--- config.mk ---
export PLATFORM = sky130hd
export DESIGN_NAME = gap_inserter_top
export DESIGN_NICKNAME = d
export VERILOG_FILES = /design/src/design/gap_pkg.sv /design/src/design/gap_ctrl_if.sv /design/src/design/gap_fsm.sv /design/src/design/gap_timer.sv /design/src/design/stream_delay.sv /design/src/design/tx_buffer.sv /design/src/design/stream_mux.sv /design/src/design/gap_inserter_top.sv
export VERILOG_INCLUDE_DIRS = /design/src /design/src/design
export SDC_FILE = /design/constraint.sdc
export NUM_CORES = 1
export LEC_CHECK = 0
export BUFFER_PORTS_ARGS = -buffer_cell sky130_fd_sc_hd__buf_2
export CORE_UTILIZATION = 52
export DETAILED_ROUTE_END_ITERATION = 8
export HOLD_SLACK_MARGIN = 0.06
export PLACE_DENSITY = 0.7
export RECOVER_POWER = 25
export SLEW_MARGIN = 15
export SYNTH_ARGS = -nofsm -noshare
export SYNTH_HDL_FRONTEND = slang
export SYNTH_SLANG_ARGS = --single-unit
--- constraint.sdc ---
create_clock -name clk -period 2.1 [get_ports clk]
set_clock_uncertainty 0.15 [all_clocks]
set_input_delay 0 -clock clk [delete_from_list [all_inputs] [get_ports clk]]
set_output_delay 0 -clock clk [all_outputs]
set_load 0.02 [all_outputs]
--- src/design/gap_cfg.svh ---
/*
 * Build-time sizes for the gap inserter.
 * A packet holds 1 to GAP_TXDEPTH words, and never more than GAP_LATENCY - 2.
 * Counters and tx_len share GAP_PAW bits, so GAP_LATENCY must stay below 2**GAP_PAW.
 */
`ifndef GAP_CFG_SVH
`define GAP_CFG_SVH

// width of one stream data word
`define GAP_DW 16

// width of the idle and delay counters, and of tx_len
`define GAP_PAW 4

// stages in the main stream delay line, which is also the look-ahead distance
`define GAP_LATENCY 12

// words in the packet buffer, and the largest legal tx_len
`define GAP_TXDEPTH 8

`endif

--- src/design/gap_pkg.sv ---
/*
 * Types shared by the gap inserter blocks.
 * The stream word carries data and the scanner busy flag together.
 */
`default_nettype none

`include "gap_cfg.svh"

package gap_pkg;

	// controller states, in the order a request moves through them
	typedef enum logic [1:0] {
		st_wait_rts,
		st_wait_gap,
		st_wait_rising,
		st_wait_falling
	} gap_state_t;

	// one stream slot as it moves down the delay line
	// busy low marks an idle slot that a packet word may replace
	typedef struct packed {
		logic [`GAP_DW-1:0] data;
		logic               busy;
	} stream_word_t;

endpackage

`default_nettype wire

--- src/design/gap_ctrl_if.sv ---
/*
 * Control link between the gap state machine and its counters.
 * The counters answer a command one cycle after it is given.
 */
`timescale 1ns/100ps
`default_nettype none

`include "gap_cfg.svh"

interface gap_ctrl_if;

	// idle cycles seen before the current one, saturating
	logic [`GAP_PAW-1:0] run_len;
	// high while the current input slot is idle
	logic                cur_idle;
	// general purpose count used for the rising delay and the window
	logic [`GAP_PAW-1:0] delay_cnt;
	// commands from the state machine, clear wins over increment
	logic                cnt_clear;
	logic                cnt_inc;
	// state view, so the counters can check their commands
	gap_pkg::gap_state_t state;

	modport fsm (
		input  run_len, cur_idle, delay_cnt,
		output cnt_clear, cnt_inc, state
	);

	modport timer (
		output run_len, cur_idle, delay_cnt,
		input  cnt_clear, cnt_inc, state
	);

endinterface

`default_nettype wire

--- src/design/gap_fsm.sv ---
/*
 * Request, gap search and clear-to-send window control.
 * tx_len must lie between 1 and GAP_LATENCY - 2 when a request is accepted.
 * The window opens GAP_LATENCY - tx_len cycles after the detection cycle.
 */
`timescale 1ns/100ps
`default_nettype none

`include "gap_cfg.svh"

module gap_fsm (
	input  logic                clk,
	input  logic                rst,
	gap_ctrl_if.fsm             ctrl,
	input  logic                request_to_send,
	input  logic [`GAP_PAW-1:0] tx_len,
	output logic                tx_ready,
	output logic                clear_to_send,
	output logic [`GAP_PAW-1:0] rd_index,
	output logic                tx_done
);

	// last delay count of the rising wait, GAP_LATENCY - 1 before the length is taken off
	localparam logic [`GAP_PAW-1:0] LAT_M1 = `GAP_LATENCY - 1;

	gap_pkg::gap_state_t state;
	logic [`GAP_PAW-1:0] len_l;
	logic [`GAP_PAW:0]   run_now;
	logic                gap_found;
	logic                rise_due;
	logic                last_word;

	// the idle run including this cycle, one bit wider so a full run cannot wrap
	assign run_now = {1'b0, ctrl.run_len} + 1'b1;

	// this cycle closes an idle run at least as long as the packet
	assign gap_found = ctrl.cur_idle && (run_now >= {1'b0, len_l});

	// the detected gap reaches the output on the next cycle
	assign rise_due = ctrl.delay_cnt == (LAT_M1 - len_l);

	// the window is on its final packet word
	assign last_word = ctrl.delay_cnt == (len_l - 1'b1);

	always_ff @(posedge clk) begin
		if (rst) begin
			state <= gap_pkg::st_wait_rts;
			len_l <= '0;
			clear_to_send <= 1'b0;
		end else begin
			case (state)
				gap_pkg::st_wait_rts: begin
					// tx_ready is high here, so a request alone means acceptance
					if (request_to_send) begin
						len_l <= tx_len;
						state <= gap_pkg::st_wait_gap;
					end
				end
				gap_pkg::st_wait_gap: begin
					if (gap_found) begin
						state <= gap_pkg::st_wait_rising;
					end
				end
				gap_pkg::st_wait_rising: begin
					if (rise_due) begin
						state <= gap_pkg::st_wait_falling;
						clear_to_send <= 1'b1;
					end
				end
				default: begin
					if (last_word) begin
						state <= gap_pkg::st_wait_rts;
						clear_to_send <= 1'b0;
					end
				end
			endcase
		end
	end

	// the delay count restarts on detection and again when the window opens
	assign ctrl.cnt_clear = (state == gap_pkg::st_wait_gap) ||
		((state == gap_pkg::st_wait_rising) && rise_due);
	assign ctrl.cnt_inc = (state == gap_pkg::st_wait_rising) ||
		(state == gap_pkg::st_wait_falling);
	assign ctrl.state = state;

	assign tx_ready = state == gap_pkg::st_wait_rts;

	// inside the window the delay count is the packet word index
	assign rd_index = (state == gap_pkg::st_wait_falling) ? ctrl.delay_cnt : '0;

	// one pulse, together with the last inserted word
	assign tx_done = (state == gap_pkg::st_wait_falling) && last_word;

	// the window register has to track the state it was set for
	a_cts_in_window : assert property (@(posedge clk) disable iff (rst)
		clear_to_send |-> state == gap_pkg::st_wait_falling);

	// a length outside this range would misplace the window
	a_len_range : assert property (@(posedge clk) disable iff (rst)
		state != gap_pkg::st_wait_rts |->
		(len_l >= 1) && (len_l <= `GAP_LATENCY - 2));

endmodule

`default_nettype wire

--- src/design/gap_timer.sv ---
/*
 * Idle run counter and the delay counter for the state machine.
 * Both counts show their new value one cycle after the input that caused it.
 */
`timescale 1ns/100ps
`default_nettype none

`include "gap_cfg.svh"

module gap_timer (
	input  logic    clk,
	input  logic    rst,
	gap_ctrl_if.timer ctrl,
	input  logic    in_busy
);

	// the run counter holds at all ones since any longer run qualifies as well
	always_ff @(posedge clk) begin
		if (rst) begin
			ctrl.run_len <= '0;
		end else if (in_busy) begin
			ctrl.run_len <= '0;
		end else if (ctrl.run_len != '1) begin
			ctrl.run_len <= ctrl.run_len + 1'b1;
		end
	end

	// the state machine combines the registered run with this cycle
	assign ctrl.cur_idle = !in_busy;

	always_ff @(posedge clk) begin
		if (rst) begin
			ctrl.delay_cnt <= '0;
		end else if (ctrl.cnt_clear) begin
			ctrl.delay_cnt <= '0;
		end else if (ctrl.cnt_inc) begin
			ctrl.delay_cnt <= ctrl.delay_cnt + 1'b1;
		end
	end

	// a wrapped count would fire the window at the wrong slot
	a_no_wrap : assert property (@(posedge clk) disable iff (rst)
		ctrl.cnt_inc && !ctrl.cnt_clear |-> ctrl.delay_cnt != '1);

	// while a gap travels to the output the count stays short of the full delay line
	a_rise_bound : assert property (@(posedge clk) disable iff (rst)
		ctrl.state == gap_pkg::st_wait_rising |-> ctrl.delay_cnt < `GAP_LATENCY - 1);

endmodule

`default_nettype wire

--- src/design/stream_delay.sv ---
/*
 * Fixed delay line of GAP_LATENCY stages for the main stream.
 * Reset fills the line with idle zero slots.
 */
`timescale 1ns/100ps
`default_nettype none

`include "gap_cfg.svh"

module stream_delay (
	input  logic                  clk,
	input  logic                  rst,
	input  gap_pkg::stream_word_t in_word,
	output gap_pkg::stream_word_t out_word
);

	// stage 0 takes the input, the last stage feeds the output
	gap_pkg::stream_word_t stage [`GAP_LATENCY];

	always_ff @(posedge clk) begin
		if (rst) begin
			for (int i = 0; i < `GAP_LATENCY; i++) begin
				stage[i] <= '0;
			end
		end else begin
			stage[0] <= in_word;
			for (int i = 1; i < `GAP_LATENCY; i++) begin
				stage[i] <= stage[i-1];
			end
		end
	end

	// a word sampled in cycle t shows up here in cycle t + GAP_LATENCY
	assign out_word = stage[`GAP_LATENCY-1];

endmodule

`default_nettype wire

--- src/design/tx_buffer.sv ---
/*
 * Packet word store with a combinational read port.
 * The host writes only while tx_ready is high, addresses below GAP_TXDEPTH.
 */
`timescale 1ns/100ps
`default_nettype none

`include "gap_cfg.svh"

module tx_buffer (
	input  logic                clk,
	input  logic                wr_en,
	input  logic [`GAP_PAW-1:0] wr_addr,
	input  logic [`GAP_DW-1:0]  wr_data,
	input  logic [`GAP_PAW-1:0] rd_index,
	output logic [`GAP_DW-1:0]  rd_data
);

	// the store needs fewer address bits than the counters carry
	localparam int AW = $clog2(`GAP_TXDEPTH);

	logic [`GAP_DW-1:0] mem [`GAP_TXDEPTH];
	logic [AW-1:0]      wr_sel;
	logic [AW-1:0]      rd_sel;

	assign wr_sel = wr_addr[AW-1:0];
	assign rd_sel = rd_index[AW-1:0];

	// the host loads one packet word per write strobe
	always_ff @(posedge clk) begin
		if (wr_en) begin
			mem[wr_sel] <= wr_data;
		end
	end

	// the word must be ready in the same cycle the window selects it
	assign rd_data = mem[rd_sel];

	// an address past the end would silently alias a lower word
	a_wr_addr : assert property (@(posedge clk)
		wr_en |-> wr_addr < `GAP_TXDEPTH);

	// the window index stays inside the store as long as tx_len does
	a_rd_index : assert property (@(posedge clk)
		rd_index < `GAP_TXDEPTH);

endmodule

`default_nettype wire

--- src/design/stream_mux.sv ---
/*
 * Output select between the delayed stream and packet words.
 * Purely combinational, timing follows the delay line and the window.
 */
`timescale 1ns/100ps
`default_nettype none

`include "gap_cfg.svh"

module stream_mux (
	input  logic                  clear_to_send,
	input  gap_pkg::stream_word_t delayed,
	input  logic [`GAP_DW-1:0]    tx_data,
	output logic [`GAP_DW-1:0]    out_data,
	output logic                  out_valid
);

	// inside the window the packet word takes the idle slot
	assign out_data = clear_to_send ? tx_data : delayed.data;

	// a slot is valid if it carries scanner traffic or an inserted word
	assign out_valid = clear_to_send || delayed.busy;

	// the window may only ever fall on slots that were idle at the input,
	// otherwise scanner traffic would be lost here
	always_comb begin
		a_no_collision : assert final (!(clear_to_send && delayed.busy));
	end

endmodule

`default_nettype wire

--- src/design/gap_inserter_top.sv ---
/*
 * Gap inserter top level with plain ports.
 * The output follows the input GAP_LATENCY cycles later, apart from inserted slots.
 * There is no stream back-pressure, tx_ready is the only flow control.
 */
`timescale 1ns/100ps
`default_nettype none

`include "gap_cfg.svh"

module gap_inserter_top (
	input  logic                clk,
	input  logic                rst,
	input  logic [`GAP_DW-1:0]  in_data,
	input  logic                in_busy,
	input  logic                tx_wr_en,
	input  logic [`GAP_PAW-1:0] tx_wr_addr,
	input  logic [`GAP_DW-1:0]  tx_wr_data,
	input  logic [`GAP_PAW-1:0] tx_len,
	input  logic                request_to_send,
	output logic                tx_ready,
	output logic                tx_done,
	output logic [`GAP_DW-1:0]  out_data,
	output logic                out_valid
);

	gap_pkg::stream_word_t in_word;
	gap_pkg::stream_word_t delayed;
	logic                  clear_to_send;
	logic [`GAP_PAW-1:0]   rd_index;
	logic [`GAP_DW-1:0]    tx_data;

	gap_ctrl_if ctrl ();

	// the scanner slot enters the delay line as one word
	assign in_word.data = in_data;
	assign in_word.busy = in_busy;

	gap_fsm gap_fsm_inst (
		.clk             (clk),
		.rst             (rst),
		.ctrl            (ctrl),
		.request_to_send (request_to_send),
		.tx_len          (tx_len),
		.tx_ready        (tx_ready),
		.clear_to_send   (clear_to_send),
		.rd_index        (rd_index),
		.tx_done         (tx_done)
	);

	// the counters see the undelayed input, which gives the look-ahead
	gap_timer gap_timer_inst (
		.clk     (clk),
		.rst     (rst),
		.ctrl    (ctrl),
		.in_busy (in_busy)
	);

	stream_delay stream_delay_inst (
		.clk      (clk),
		.rst      (rst),
		.in_word  (in_word),
		.out_word (delayed)
	);

	tx_buffer tx_buffer_inst (
		.clk      (clk),
		.wr_en    (tx_wr_en),
		.wr_addr  (tx_wr_addr),
		.wr_data  (tx_wr_data),
		.rd_index (rd_index),
		.rd_data  (tx_data)
	);

	stream_mux stream_mux_inst (
		.clear_to_send (clear_to_send),
		.delayed       (delayed),
		.tx_data       (tx_data),
		.out_data      (out_data),
		.out_valid     (out_valid)
	);

endmodule

`default_nettype wire

=== Yosys cells after proc, flatten, opt, wreduce, memory -nomap -nowiden ===
Memory sizes are Yosys's and may differ from the RTL's.
Index checks and enable logic that the tools add are counted.
Widths: inputs -> output; s select.

* Bits in writable memories: 332
* Memories: 2
* Output and inout bits: 19
* Logic and storage cells: 78
* Register bits after elaboration: 15

* $add $sub $neg: 5
* Equal/unequal tests: 9
* Reduce and logical (&&, ||, !) cells: 16
* Order comparisons: 1
* Bitwise operators: 13
* Mux-type cells: 27

{| class="wikitable"
|+ Memories
! memory !! words !! bits a word !! rd ports !! clocked after Yosys merged registers in !! wr ports !! line !! text
|-
| stream_delay_inst.stage || 12 || 17 || 12 || 0 || 12 || stream_delay.sv:18 || <nowiki>gap_pkg::stream_word_t stage [`GAP_LATENCY];</nowiki>
|-
| tx_buffer_inst.mem || 8 || 16 || 1 || 0 || 1 || tx_buffer.sv:22 || <nowiki>logic [`GAP_DW-1:0] mem [`GAP_TXDEPTH];</nowiki>
|}

{| class="wikitable"
|+ Operators with widths
! kind !! number
|-
| $mux 17 || 12
|-
| $mux 16 || 1
|-
| $or 1x1->1 || 12
|-
| $add 4x1->4 const B || 2
|-
| $eq 4x4->1 || 2
|-
| $mux 2 || 4
|-
| $mux 1 || 7
|-
| $pmux 2 s3 || 1
|-
| $reduce_or 2->1 || 3
|-
| $add 4x1->5 const B || 1
|-
| $ge 5x4->1 || 1
|-
| $eq 2x2->1 const B || 2
|-
| $ne 2x1->1 const B || 2
|-
| $ne 4x4->1 const B || 1
|-
| $reduce_and 4->1 || 1
|-
| $reduce_bool 4->1 || 1
|-
| $sub 4x1->4 const B || 1
|-
| $sub 4x4->4 const A || 1
|-
| $logic_and 1x1->1 || 3
|-
| $logic_or 1x1->1 || 3
|-
| $mux 3 || 1
|-
| $reduce_and 3->1 || 1
|-
| $eq 2x1->1 const B || 1
|-
| $logic_not 2->1 || 1
|-
| other kinds (6) || 6
|}

=== Depth between registers and ports, before layout ===
Gate-level depths: netlist of run 1.

* Depth after elaboration: 5
* Mapped depth: 8
* Mapped depth without buffers: 8

=== Modules after synthesis ===
From an unflattened synthesis of run 1, not the netlist that was laid out.

* Cells, all modules: 791
* Area total of the unflattened synthesis: 11883.9 µm²

{| class="wikitable"
|+ By module, submodules not included
! module !! seq. area each (µm²) !! area each (µm²) !! cells each !! times used
|-
| stream_delay || 4083.9 || 5592.9 || 447 || 1
|-
| tx_buffer || 3843.7 || 4973.5 || 198 || 1
|-
| gap_fsm || 140.1 || 693.2 || 90 || 1
|-
| gap_timer || 160.2 || 372.9 || 37 || 1
|-
| stream_mux || 0.0 || 251.5 || 19 || 1
|}

=== Worst setup path before layout of run 1 ===
No wires, ideal clock.

* Path type: register to output
* From: reg gap_fsm_inst.state[0], in the netlist gap_fsm_inst.ctrl.state[0]
* To: out out_data[0]
* Path slack: 180 ps
* Stages on the path, launching flop included: 8
* Data arrival time: 1770 ps
* Path buffers: 2
* Path through: dfxtp_1 -> ha_1 -> buf_4 -> nand2_4 -> buf_6 -> mux4_2 -> mux2i_1 -> a21oi_1

* Longest elaborated chain between the ends: 4

{| class="wikitable"
|+ Ends and longest elaborated chain
! element !! line !! text
|-
| start: declaration || gap_fsm.sv:26 || <nowiki>gap_pkg::gap_state_t state;</nowiki>
|-
| start signal: assignment || gap_fsm.sv:47 || <nowiki>state <= gap_pkg::st_wait_rts;</nowiki>
|-
| start signal: assignment || gap_fsm.sv:56 || <nowiki>state <= gap_pkg::st_wait_gap;</nowiki>
|-
| start signal: assignment || gap_fsm.sv:61 || <nowiki>state <= gap_pkg::st_wait_rising;</nowiki>
|-
| $eq 2x2->1 || gap_fsm.sv:90 || <nowiki>assign rd_index = (state == gap_pkg::st_wait_falling) ? ctrl.delay_cnt : '0;</nowiki>
|-
| $mux 3 || gap_fsm.sv:90 ||
|-
| $mem_v2 8x16 || -- ||
|-
| $mux 16 || stream_mux.sv:19 || <nowiki>assign out_data = clear_to_send ? tx_data : delayed.data;</nowiki>
|-
| end: declaration || gap_inserter_top.sv:23 || <nowiki>output logic [`GAP_DW-1:0] out_data,</nowiki>
|}

No other way between the ends.

=== Worst setup path in the final report of run 1 ===
* From: reg gap_fsm_inst.state[1], in the netlist gap_fsm_inst.ctrl.state[1]
* To: out out_data[12]

The elaborated chain is that of the path after synthesis.

==> results of run 1 <==
## stage by stage
step | setup TNS (ps) | hold slack (ps)
3_5_place_dp | 0 | 66.4
3_3_place_gp | 0 | 59.1
4_1_cts | -3900 | 129
6_report | -3180 | 132
2_1_floorplan | 0 | -72.6
5_1_grt | -4440 | 154
## layout make-up
class | count | area, um2 | share of cell area (%)
inverter | 11 | 43.8 | 0.303
timing repair buffer | 166 | 1480 | 10.2
clock buffer | 43 | 967 | 6.68
tap | 275 | 344 | 2.38
sequential | 347 | 8240 | 57.0
clock inverter | 21 | 215 | 1.49
multi-input combinational | 383 | 3180 | 21.9
## registers in the layout, summed over array words and instances, names as in the netlist
| register | flops |
|---|---|
| gap_fsm_inst.ctrl.state | 2 |
| gap_timer_inst.ctrl.delay_cnt | 4 |
| gap_fsm_inst.len_l | 4 |
| gap_fsm_inst.clear_to_send | 1 |
| stream_delay_inst.stage | 204 |
| gap_timer_inst.ctrl.run_len | 4 |
| tx_buffer_inst.mem | 128 |
## power by group through the flow
stage | sequential, mW | combinational (mW) | clock, mW
floorplan | 7.35 | 0.649 | 0
global placement | 7.35 | 0.894 | 0
detailed placement | 7.36 | 0.941 | 0
CTS | 7.23 | 1.16 | 6.32
global route | 7.25 | 1.30 | 6.63
finish | 7.24 | 1.20 | 6.21
## repair_timing
item,CTS,global route
pin swaps,8,18
setup buffers,9,2
hold endpoints to repair,473,0
endpoints found under the setup margin,17,23
cloned,1,2
hold buffers,66,0
resized for setup,31,33
## routing by layer
metal	vias up	global-route usage, %
met3	36	3.55
li1	2985	-
met5	-	0
met1	2920	20.7
met4	0	5.96
met2	180	30.3
## cell families (layout without fill, tap and decap cells)
logic type	count (synthesis)	count (layout)	share of synthesized area [%]
AND/OR/NAND/NOR	270	270	13.9
multiplexers	51	51	7.94
AO/OA/AOI/OAI	37	37	1.96
XOR/XNOR	13	13	1.19
adder cells (fa/ha/maj)	12	12	1.31
buffers and inverters	49	241	1.93
flip-flops	347	347	71.7
## cell usage in the layout (no fill, tap or decap), types with 7 or more instances in the layout
cell type and instances:
dfxtp_1 212, nor2b_1 205, edfxtp_1 128, dlygate4sd3_1 66, clkbuf_16 38, buf_4 36, mux4_2 32, buf_2 29
nor2_1 27, clkbuf_1 19, a21oi_1 17, mux2i_1 11, nand2_1 10, inv_1 9, ha_1 9, buf_12 9
clkinv_2 8, nand3_1 7, mux2i_2 7, nand2b_1 7
## worst min-delay path by stage
stage / endpoint / slack, ps
after floorplan: gap_timer_inst.ctrl.run_len[0] / -70
after global placement: stream_delay_inst.stage[0][3] / 60
after detailed placement: stream_delay_inst.stage[0][9] / 70
after CTS: gap_timer_inst.ctrl.run_len[2] / 130
after global routing: gap_timer_inst.ctrl.run_len[0] / 150
final: gap_timer_inst.ctrl.run_len[2] / 130
## worst max-delay path, stage by stage (launching register included)
cell,delay (ps)
dfxtp_2,330
ha_4,180
nand2_8,90
buf_12,130
mux4_2,540
mux2i_4,190
a21oi_2,100
buf_6,140
==> reports/metrics.cfg, run 1 <==
[clock_tree]
clkTransAtPathRegs_ps = 60
cts_root_buf = clkbuf_16
h-tree-depth = 2
clockBufferDepth = 3
cts_tree = built
cts_buffers = 35
insertion_delay_ps = 500
cts_sinks = 347

[global_routing]
gr-total-overflow = 0
grt_max_degree = 72
grt_pass1_wl_um = 29500
antenna_found_initial = 0
grt_pass1_vias = 5992
grt_usage_pct = 17.1

[synth]
synth.most_common_cell = dfxtp_1
yosysWarnings = 0
synth_cells = 779
yosys_register_bits = 347
synth_area_mm2 = 0.0115
async_flop_share_pct = 0
ys_top_cells_by_area = dfxtp_1, edfxtp_1, nor2b_1
synth_edf_count = 128
synth_cell_types = 37
synth_top_area_share_pct = 38.2
synth_flop_cell = dfxtp_1
seq_area_frac_synth_pct = 71.7
syn_nets = 836
yosys.area.top_type = dfxtp_1
synthTopCellsByCount = dfxtp_1, nor2b_1, edfxtp_1
postSynthAreaPerCell_um2 = 14.7

[route]
finalWirelength_um = 19300
wl_met3_um = 1210
antenna_left = 0
drc = 0
wl_met2_um = 9890
dr.first_iter.drc_count = 316
wl_met1_um = 7770
num_vias = 6121
wl_per_cell_um = 15.5
avgViaCountPerCell = 4.91
dr.pass1.iters = 4
maxUsedRoutingLayer = met4

[placement]
port_buffers = 62
gp_congestion = 0.784
dp_hpwl_um = 10700
dp_cells = 1102
dpl-instance-area_mm2 = 0.0122
pre_cts_ws_ps = 72.4

[setup_path]
rr_worst_depth = 8
rr_endpoint = gap_fsm_inst.ctrl.state[0]
r2r_setup_slack_ps = 70
cp.required_ps = 1950
endpoint = out_data[12]
startpoint = gap_fsm_inst.ctrl.state[1]
path_max_fanout = 6
reg2reg_from = gap_timer_inst.ctrl.run_len[0]
arrival_ps = 2190
crit_type = flip-flop to output port
cp-start-kind = flip-flop
crit_path_end_kind = output port

[die]
io_pins = 64
row_count = 53
die_w_um = 151
die_y_um = 151
die_area_mm2 = 0.0227
initial_core_util_pct = 53.7
core_area_mm2 = 0.0214

[min_path]
worstHoldPathCells = 3
hold_path.class = input port to flip-flop
hp-start = in_busy

[cells_and_area]
fillCellCount = 1444
drive_gt1_share_pct = 21.9
syn_to_final_growth_pct = 26.2
finalInstanceArea_mm2 = 0.0145
diodes = 0
num-nets-final = 1001
fin_cells = 1246
final_core_util_pct = 67.8

[power_and_ir_drop]
pwr-share-seq_pct = 49.4
total_power_mw = 14.6
p_clk_share_pct = 42.4
swShare_pct = 21.2
netSwitchingPower_mw = 3.11
ir_worst_vdd_uv = 776
p_leak_nw = 5.48
pwr-share-comb_pct = 8.2
cellPowerDensity_mw_per_mm2 = 1010
intPower_mw = 11.5

[sta]
tightest_slew_ps = 373
final_max_slew_viol_count = 0
period_share_pct = 111
setup_viol = 16
rsz0062_at_grt = true
hold_viol = 0
clock.fmax_ghz = 0.428
slew_headroom_pct = 75.1
setup_slack_ps = -235
layout_min_cycle_time_ps = 2340

[outcome]
outcome = finished with violations
violations = negative setup slack

[flow_run]
drv_cap = 0

No activity file was read; power rests on OpenSTA's default activity.
==> run 2: changes to the inputs <==
==> constraint.sdc (replaced) <==
create_clock -name clk -period 2.95 [get_ports clk]
set_clock_uncertainty 0.15 [all_clocks]
set_input_delay 0 -clock clk [delete_from_list [all_inputs] [get_ports clk]]
set_output_delay 0 -clock clk [all_outputs]
set_load 0.02 [all_outputs]
==> run 2 against run 1 <==
The flow now finishes without violations. Critical path depth is 1 lower. Die area stayed put. Global-route usage is 0.31 points lower. Setup slack better by 390 ps. Flip-flop and latch count stayed put. Via count is 3.3% lower. Clock power is 34% lower. Hold slack worse by 50 ps. Critical endpoint is now out_data[6]. Combinational power is 42% lower.
==> reports/metrics.cfg, run 2 (synthesis gave the netlist of run 1 again) <==
[cells_and_area]
syn_to_final_growth_pct = 19.5
mostFrequentLayoutCell = dfxtp_1
fin_cells = 1208
regMostFlops = stream_delay_inst.stage
fillCellCount = 1574
drive_gt1_share_pct = 16.8
largestRegisters = stream_delay_inst.stage: 204 flops, tx_buffer_inst.mem: 128 flops
multi_input_area_mm2 = 0.00304
final_core_util_pct = 64.2
seq_area_mm2 = 0.00823
num-nets-final = 964
final_cell_mix = dfxtp_1, nor2b_1, edfxtp_1
largest_register_ffs = 204
diodes = 0

[die]
die_area_mm2 = 0.0227
row_count = 53
die_w_um = 151
initial_core_util_pct = 53.7
io_pins = 64
core_area_mm2 = 0.0214
die_y_um = 151

[global_routing]
antenna_found_initial = 0
grt_pass1_wl_um = 29000
grt_pass1_vias = 5774
grt_usage_pct = 16.8
grt_max_degree = 123
gr-total-overflow = 0

[setup_path]
crit_family = multiplexers
crit_path_end_kind = output port
cp.required_ps = 2800
cp_num_buf_inv = 1
cp-start-kind = flip-flop
r2r_setup_slack_ps = 380
crit_type = flip-flop to output port
critPathSlowestCell = mux4_2
arrival_ps = 2640
cp_slowest_stage_delay_ps = 540
path_cells = ha_1 > nand2_4 > mux4_2 > mux2i_1 > a21oi_1 > buf_2
path_max_fanout = 16

[route]
drc = 0
num_vias = 5919
avgViaCountPerCell = 4.90
antenna_left = 0
dr.pass1.iters = 4
wl_per_cell_um = 15.0
finalWirelength_um = 18200
dr.first_iter.drc_count = 352

[clock_tree]
insertion_delay_ps = 500
post_cts_buffers = 0
h-tree-depth = 2
cts_root_buf = clkbuf_16
cts_tree = built
clkTransAtPathRegs_ps = 60
cts_sinks = 347
clockBufferDepth = 3
cts_buffers = 34

[placement]
port_buffers = 62
dp_hpwl_um = 10500
gp_congestion = 0.789
dp_cells = 1093

[sta]
tns_ps = 0
rsz0062_at_grt = false
clock.fmax_ghz = 0.358
layout_min_cycle_time_ps = 2790
tightest_slew_ps = 1050
setup_viol = 0
period_share_pct = 94.7
final_max_slew_viol_count = 0
hold_slack_ps = 82.1
hold_viol = 0
slew_headroom_pct = 29.8

[power_and_ir_drop]
cellPowerDensity_mw_per_mm2 = 726
ir_worst_vdd_uv = 418
p_leak_nw = 5.24

[outcome]
outcome = finished clean

[min_path]
hold_path.class = input port to flip-flop

[flow_run]
drv_cap = 0

run 2: cell types whose count changed in the layout (fill, tap and decap cells not counted), sizes merged:
cell         change
bufbuf           -1
dlygate4sd3     -13
inv              +1
buf             -20
clkinvlp         -1
clkinv           -6
clkbuf           +5
bufinv           -3
run 2: repair_timing:
item                                    in CTS  in global routing
endpoints found under the setup margin       1                  0
hold buffers                                53                  0
resized for setup                            1                  0
endpoints found under the hold margin      367                  0
run 2: path summary, 6_finish.rpt:
| check | depth (start not counted) | to | startpoint |
|---|---|---|---|
| hold / removal | 4 | tx_buffer_inst.mem[5][4] | tx_wr_en |
| hold reg to reg | 1 | stream_delay_inst.stage[1][37] | stream_delay_inst.stage[1][20] |
| setup / recovery | 6 | out_data[6] | gap_fsm_inst.ctrl.state[0] |
| setup reg to reg | 6 | gap_fsm_inst.len_l[3] | gap_fsm_inst.ctrl.state[0] |
run 2: layout make-up:
cell class,count,area share [%]
clock buffer,50,7.24
clock inverter,12,0.776
inverter,11,0.301
multi-input combinational,383,22.2
sequential,347,60.0
tap,275,2.51
timing repair buffer,130,6.95
run 2: layer usage:
metal	up-vias	share of wire (%)	GRT usage (%)
met2	145	50	29.3
li1	2912	-	-
met1	2832	42	20.6
met4	0	1.7	6.26
met3	30	5.8	3.45
met5	-	0	0
run 2: power by group:
| part | total [mW] | switching (mW) | internal [mW] |
|---|---|---|---|
| clock | 4.12 | 1.68 | 2.44 |
| sequential | 5.14 | 0.0575 | 5.09 |
| combinational | 0.697 | 0.380 | 0.317 |
run 2: worst min-delay path, delay by kind of cell:
kind / cells / cell delay, ps
buf+inv: 2 / 330
simple gates: 2 / 210
run 2: through the flow:
step / power [mW] / area, um2 / worst slack [ps]
after global routing: 10.3 / 13700 / 14.7
after global placement: 5.83 / 12100 / 553
after CTS: 10.1 / 13700 / 75.8
final: 9.96 / 13700 / 155
after floorplan: 5.69 / 11500 / 1030
after detailed placement: 5.87 / 12100 / 510
==> run 3: changes to the inputs <==
--- a/config.mk
+++ b/config.mk
@@ -6,13 +6,15 @@
 export SDC_FILE = /design/constraint.sdc
 export NUM_CORES = 1
 export LEC_CHECK = 0
+export ABC_AREA = 1
+export ABC_CLOCK_PERIOD_IN_PS = 2950
 export BUFFER_PORTS_ARGS = -buffer_cell sky130_fd_sc_hd__buf_2
 export CORE_UTILIZATION = 52
 export DETAILED_ROUTE_END_ITERATION = 8
 export HOLD_SLACK_MARGIN = 0.06
 export PLACE_DENSITY = 0.7
 export RECOVER_POWER = 25
-export SLEW_MARGIN = 15
+export SLEW_MARGIN = 20
 export SYNTH_ARGS = -nofsm -noshare
 export SYNTH_HDL_FRONTEND = slang
 export SYNTH_SLANG_ARGS = --single-unit
==> run 3 against run 2 <==
Fmax up 0.92%. Clock power rose by 1%. Setup slack gained 25 ps. Flip-flop and latch count stayed put. Via count is 32% higher. Sequential power about the same. Global-route usage is 2.4 points higher. Combinational power up 7.0%. Area after synthesis increased by 3.8%. Critical path depth grew 3. First-iteration DRC count increased by 46%. Register-to-register slack got worse by 40 ps. Critical path type unchanged. Critical endpoint is now out_data[12].
==> reports/metrics.cfg, run 3 <==
[synth]
seq_area_frac_synth_pct = 69.1
yosys_register_bits = 347
synth_area_mm2 = 0.0119
synth_flop_cell = dfxtp_1
synth_edf_count = 128
postSynthAreaPerCell_um2 = 9.99
syn_nets = 1248
synthTopCellsByCount = nor2_1, inv_1, dfxtp_1
async_flop_share_pct = 0
synth.most_common_cell = nor2_1
ys_top_cells_by_area = dfxtp_1, edfxtp_1, nor2_1
yosys.area.top_type = dfxtp_1
synth_cell_types = 26
yosysWarnings = 0
synth_cells = 1191
synth_top_area_share_pct = 36.8

[min_path]
hold_path.class = input port to flip-flop
hp-start = in_busy

[sta]
setup_slack_ps = 181
layout_min_cycle_time_ps = 2770
tightest_slew_ps = 722
period_share_pct = 93.9
clock.fmax_ghz = 0.361
setup_viol = 0
slew_headroom_pct = 51.8
rsz0062_at_grt = false
hold_slack_ps = 220
final_max_slew_viol_count = 0
tns_ps = 0
hold_viol = 0

[global_routing]
grt_pass1_wl_um = 36000
grt_max_degree = 104
grt_pass1_vias = 7538
grt_usage_pct = 19.2
gr-total-overflow = 0
antenna_found_initial = 0

[placement]
port_buffers = 62
gp_congestion = 0.739
dpl-instance-area_mm2 = 0.0125
dp_hpwl_um = 11200
pre_cts_ws_ps = 559
dp_cells = 1503

[clock_tree]
post_cts_buffers = 0
insertion_delay_ps = 510
clkTransAtPathRegs_ps = 60
cts_sinks = 347
cts_tree = built
h-tree-depth = 2
clockBufferDepth = 3
cts_buffers = 35
cts_root_buf = clkbuf_16

[outcome]
outcome = finished clean

[die]
die_y_um = 153
io_pins = 64
initial_core_util_pct = 53.7
die_w_um = 153
row_count = 54
core_area_mm2 = 0.0222
die_area_mm2 = 0.0235

[cells_and_area]
num-nets-final = 1401
largest_register_ffs = 204
final_cell_mix = nor2_1, inv_1, dfxtp_1
drive_gt1_share_pct = 9.06
fin_cells = 1648
mostFrequentLayoutCell = nor2_1
final_core_util_pct = 65.2
diodes = 0
regMostFlops = stream_delay_inst.stage
finalInstanceArea_mm2 = 0.0145
largestRegisters = stream_delay_inst.stage: 204 flops, tx_buffer_inst.mem: 128 flops
syn_to_final_growth_pct = 21.4

[power_and_ir_drop]
swShare_pct = 21.9
pwr-share-seq_pct = 51.2
cellPowerDensity_mw_per_mm2 = 697
intPower_mw = 7.86
netSwitchingPower_mw = 2.21
p_leak_nw = 5.68
p_clk_share_pct = 41.4
ir_worst_vdd_uv = 520
total_power_mw = 10.1
pwr-share-comb_pct = 7.4

[setup_path]
crit_type = flip-flop to output port
path_max_fanout = 32
cp.required_ps = 2800
cp-start-kind = flip-flop
cp_slowest_stage_delay_ps = 410
crit_path_end_kind = output port
path_cells = ha_2 > nand2_4 > inv_2 > buf_12 > nor2_1 > o32ai_1 > o21ai_0 > o21ai_1 > buf_2
startpoint = gap_fsm_inst.ctrl.state[0]
arrival_ps = 2620
crit_family = compound AO/OA/AOI/OAI gates
cp_num_buf_inv = 3
critPathSlowestCell = dfxtp_1
reg2reg_from = gap_fsm_inst.ctrl.state[0]

[route]
num_vias = 7795
antenna_left = 0
drc = 0
finalWirelength_um = 22400
wl_per_cell_um = 13.6
dr.first_iter.drc_count = 514
avgViaCountPerCell = 4.73
dr.pass1.iters = 5

[flow_run]
drv_cap = 0

-- run 3: changes by cell type in the layout (fill, tap and decap cells not counted), moves of 21 or more --
cell,before,now
nand2_1,10,59
dlygate4sd3_1,53,83
o32ai_1,0,32
mux4_2,32,0
nor2b_1,205,0
o21ai_1,1,22
o21ai_0,5,51
inv_1,11,233
nor2_1,28,347
-- run 3: final timing paths --
| kind | to | slack [ps] | depth (start not counted) |
|---|---|---|---|
| max | out_data[12] | 180 | 9 |
| min | gap_timer_inst.ctrl.run_len[3] | 220 | 5 |
| max reg2reg | gap_fsm_inst.len_l[0] | 340 | 7 |
| min reg2reg | stream_delay_inst.stage[2][50] | 240 | 2 |
-- run 3: power groups by stage --
stage | clock network (mW) | registers, mW | logic, mW
floorplan | 0 | 5.24 | 0.469
global placement | 0 | 5.25 | 0.607
detailed placement | 0 | 5.25 | 0.624
CTS | 4.26 | 5.15 | 0.732
global route | 4.46 | 5.16 | 0.849
finish | 4.17 | 5.15 | 0.746
-- run 3: kinds of logic after synthesis --
kind of cell             synth area share [%]
AND/OR/NAND/NOR                          13.7
flip-flops                               69.1
buffers and inverters                    9.43
AO/OA/AOI/OAI                            5.93
adder cells (fa/ha/maj)                  1.26
XOR/XNOR                                0.515
-- run 3: routing by layer --
metal  up-vias  GRT usage, %  share of wire (%)
met5         -             0                  0
met1      3548          23.3                 42
li1       3983             -                  -
met2       213          33.6                 49
met3        51          3.54                5.8
met4         0          7.94                3.0
-- run 3: worst min-delay path, cell delays in order --
cell and delay, ps:
dlygate4sd3_1 520, buf_2 120, nor2_1 60, o21ai_0 70, inv_1 40
-- run 3: repair_timing --
item                                    4_1_cts  5_1_grt
hold buffers                                 83        0
endpoints found under the hold margin       364        0
endpoints found under the setup margin        0       13
resized for setup                             0        3
-- run 3: layout make-up --
| class | count | area, um2 |
|---|---|---|
| flip-flops and latches | 347 | 8230 |
| fillers | 1652 | 7710 |
| multi-input cells | 561 | 2560 |
| repair buffers | 163 | 1320 |
| clock buffers | 55 | 1050 |
| inverters | 236 | 886 |
| well taps | 280 | 350 |
| clock inverters | 6 | 52.6 |
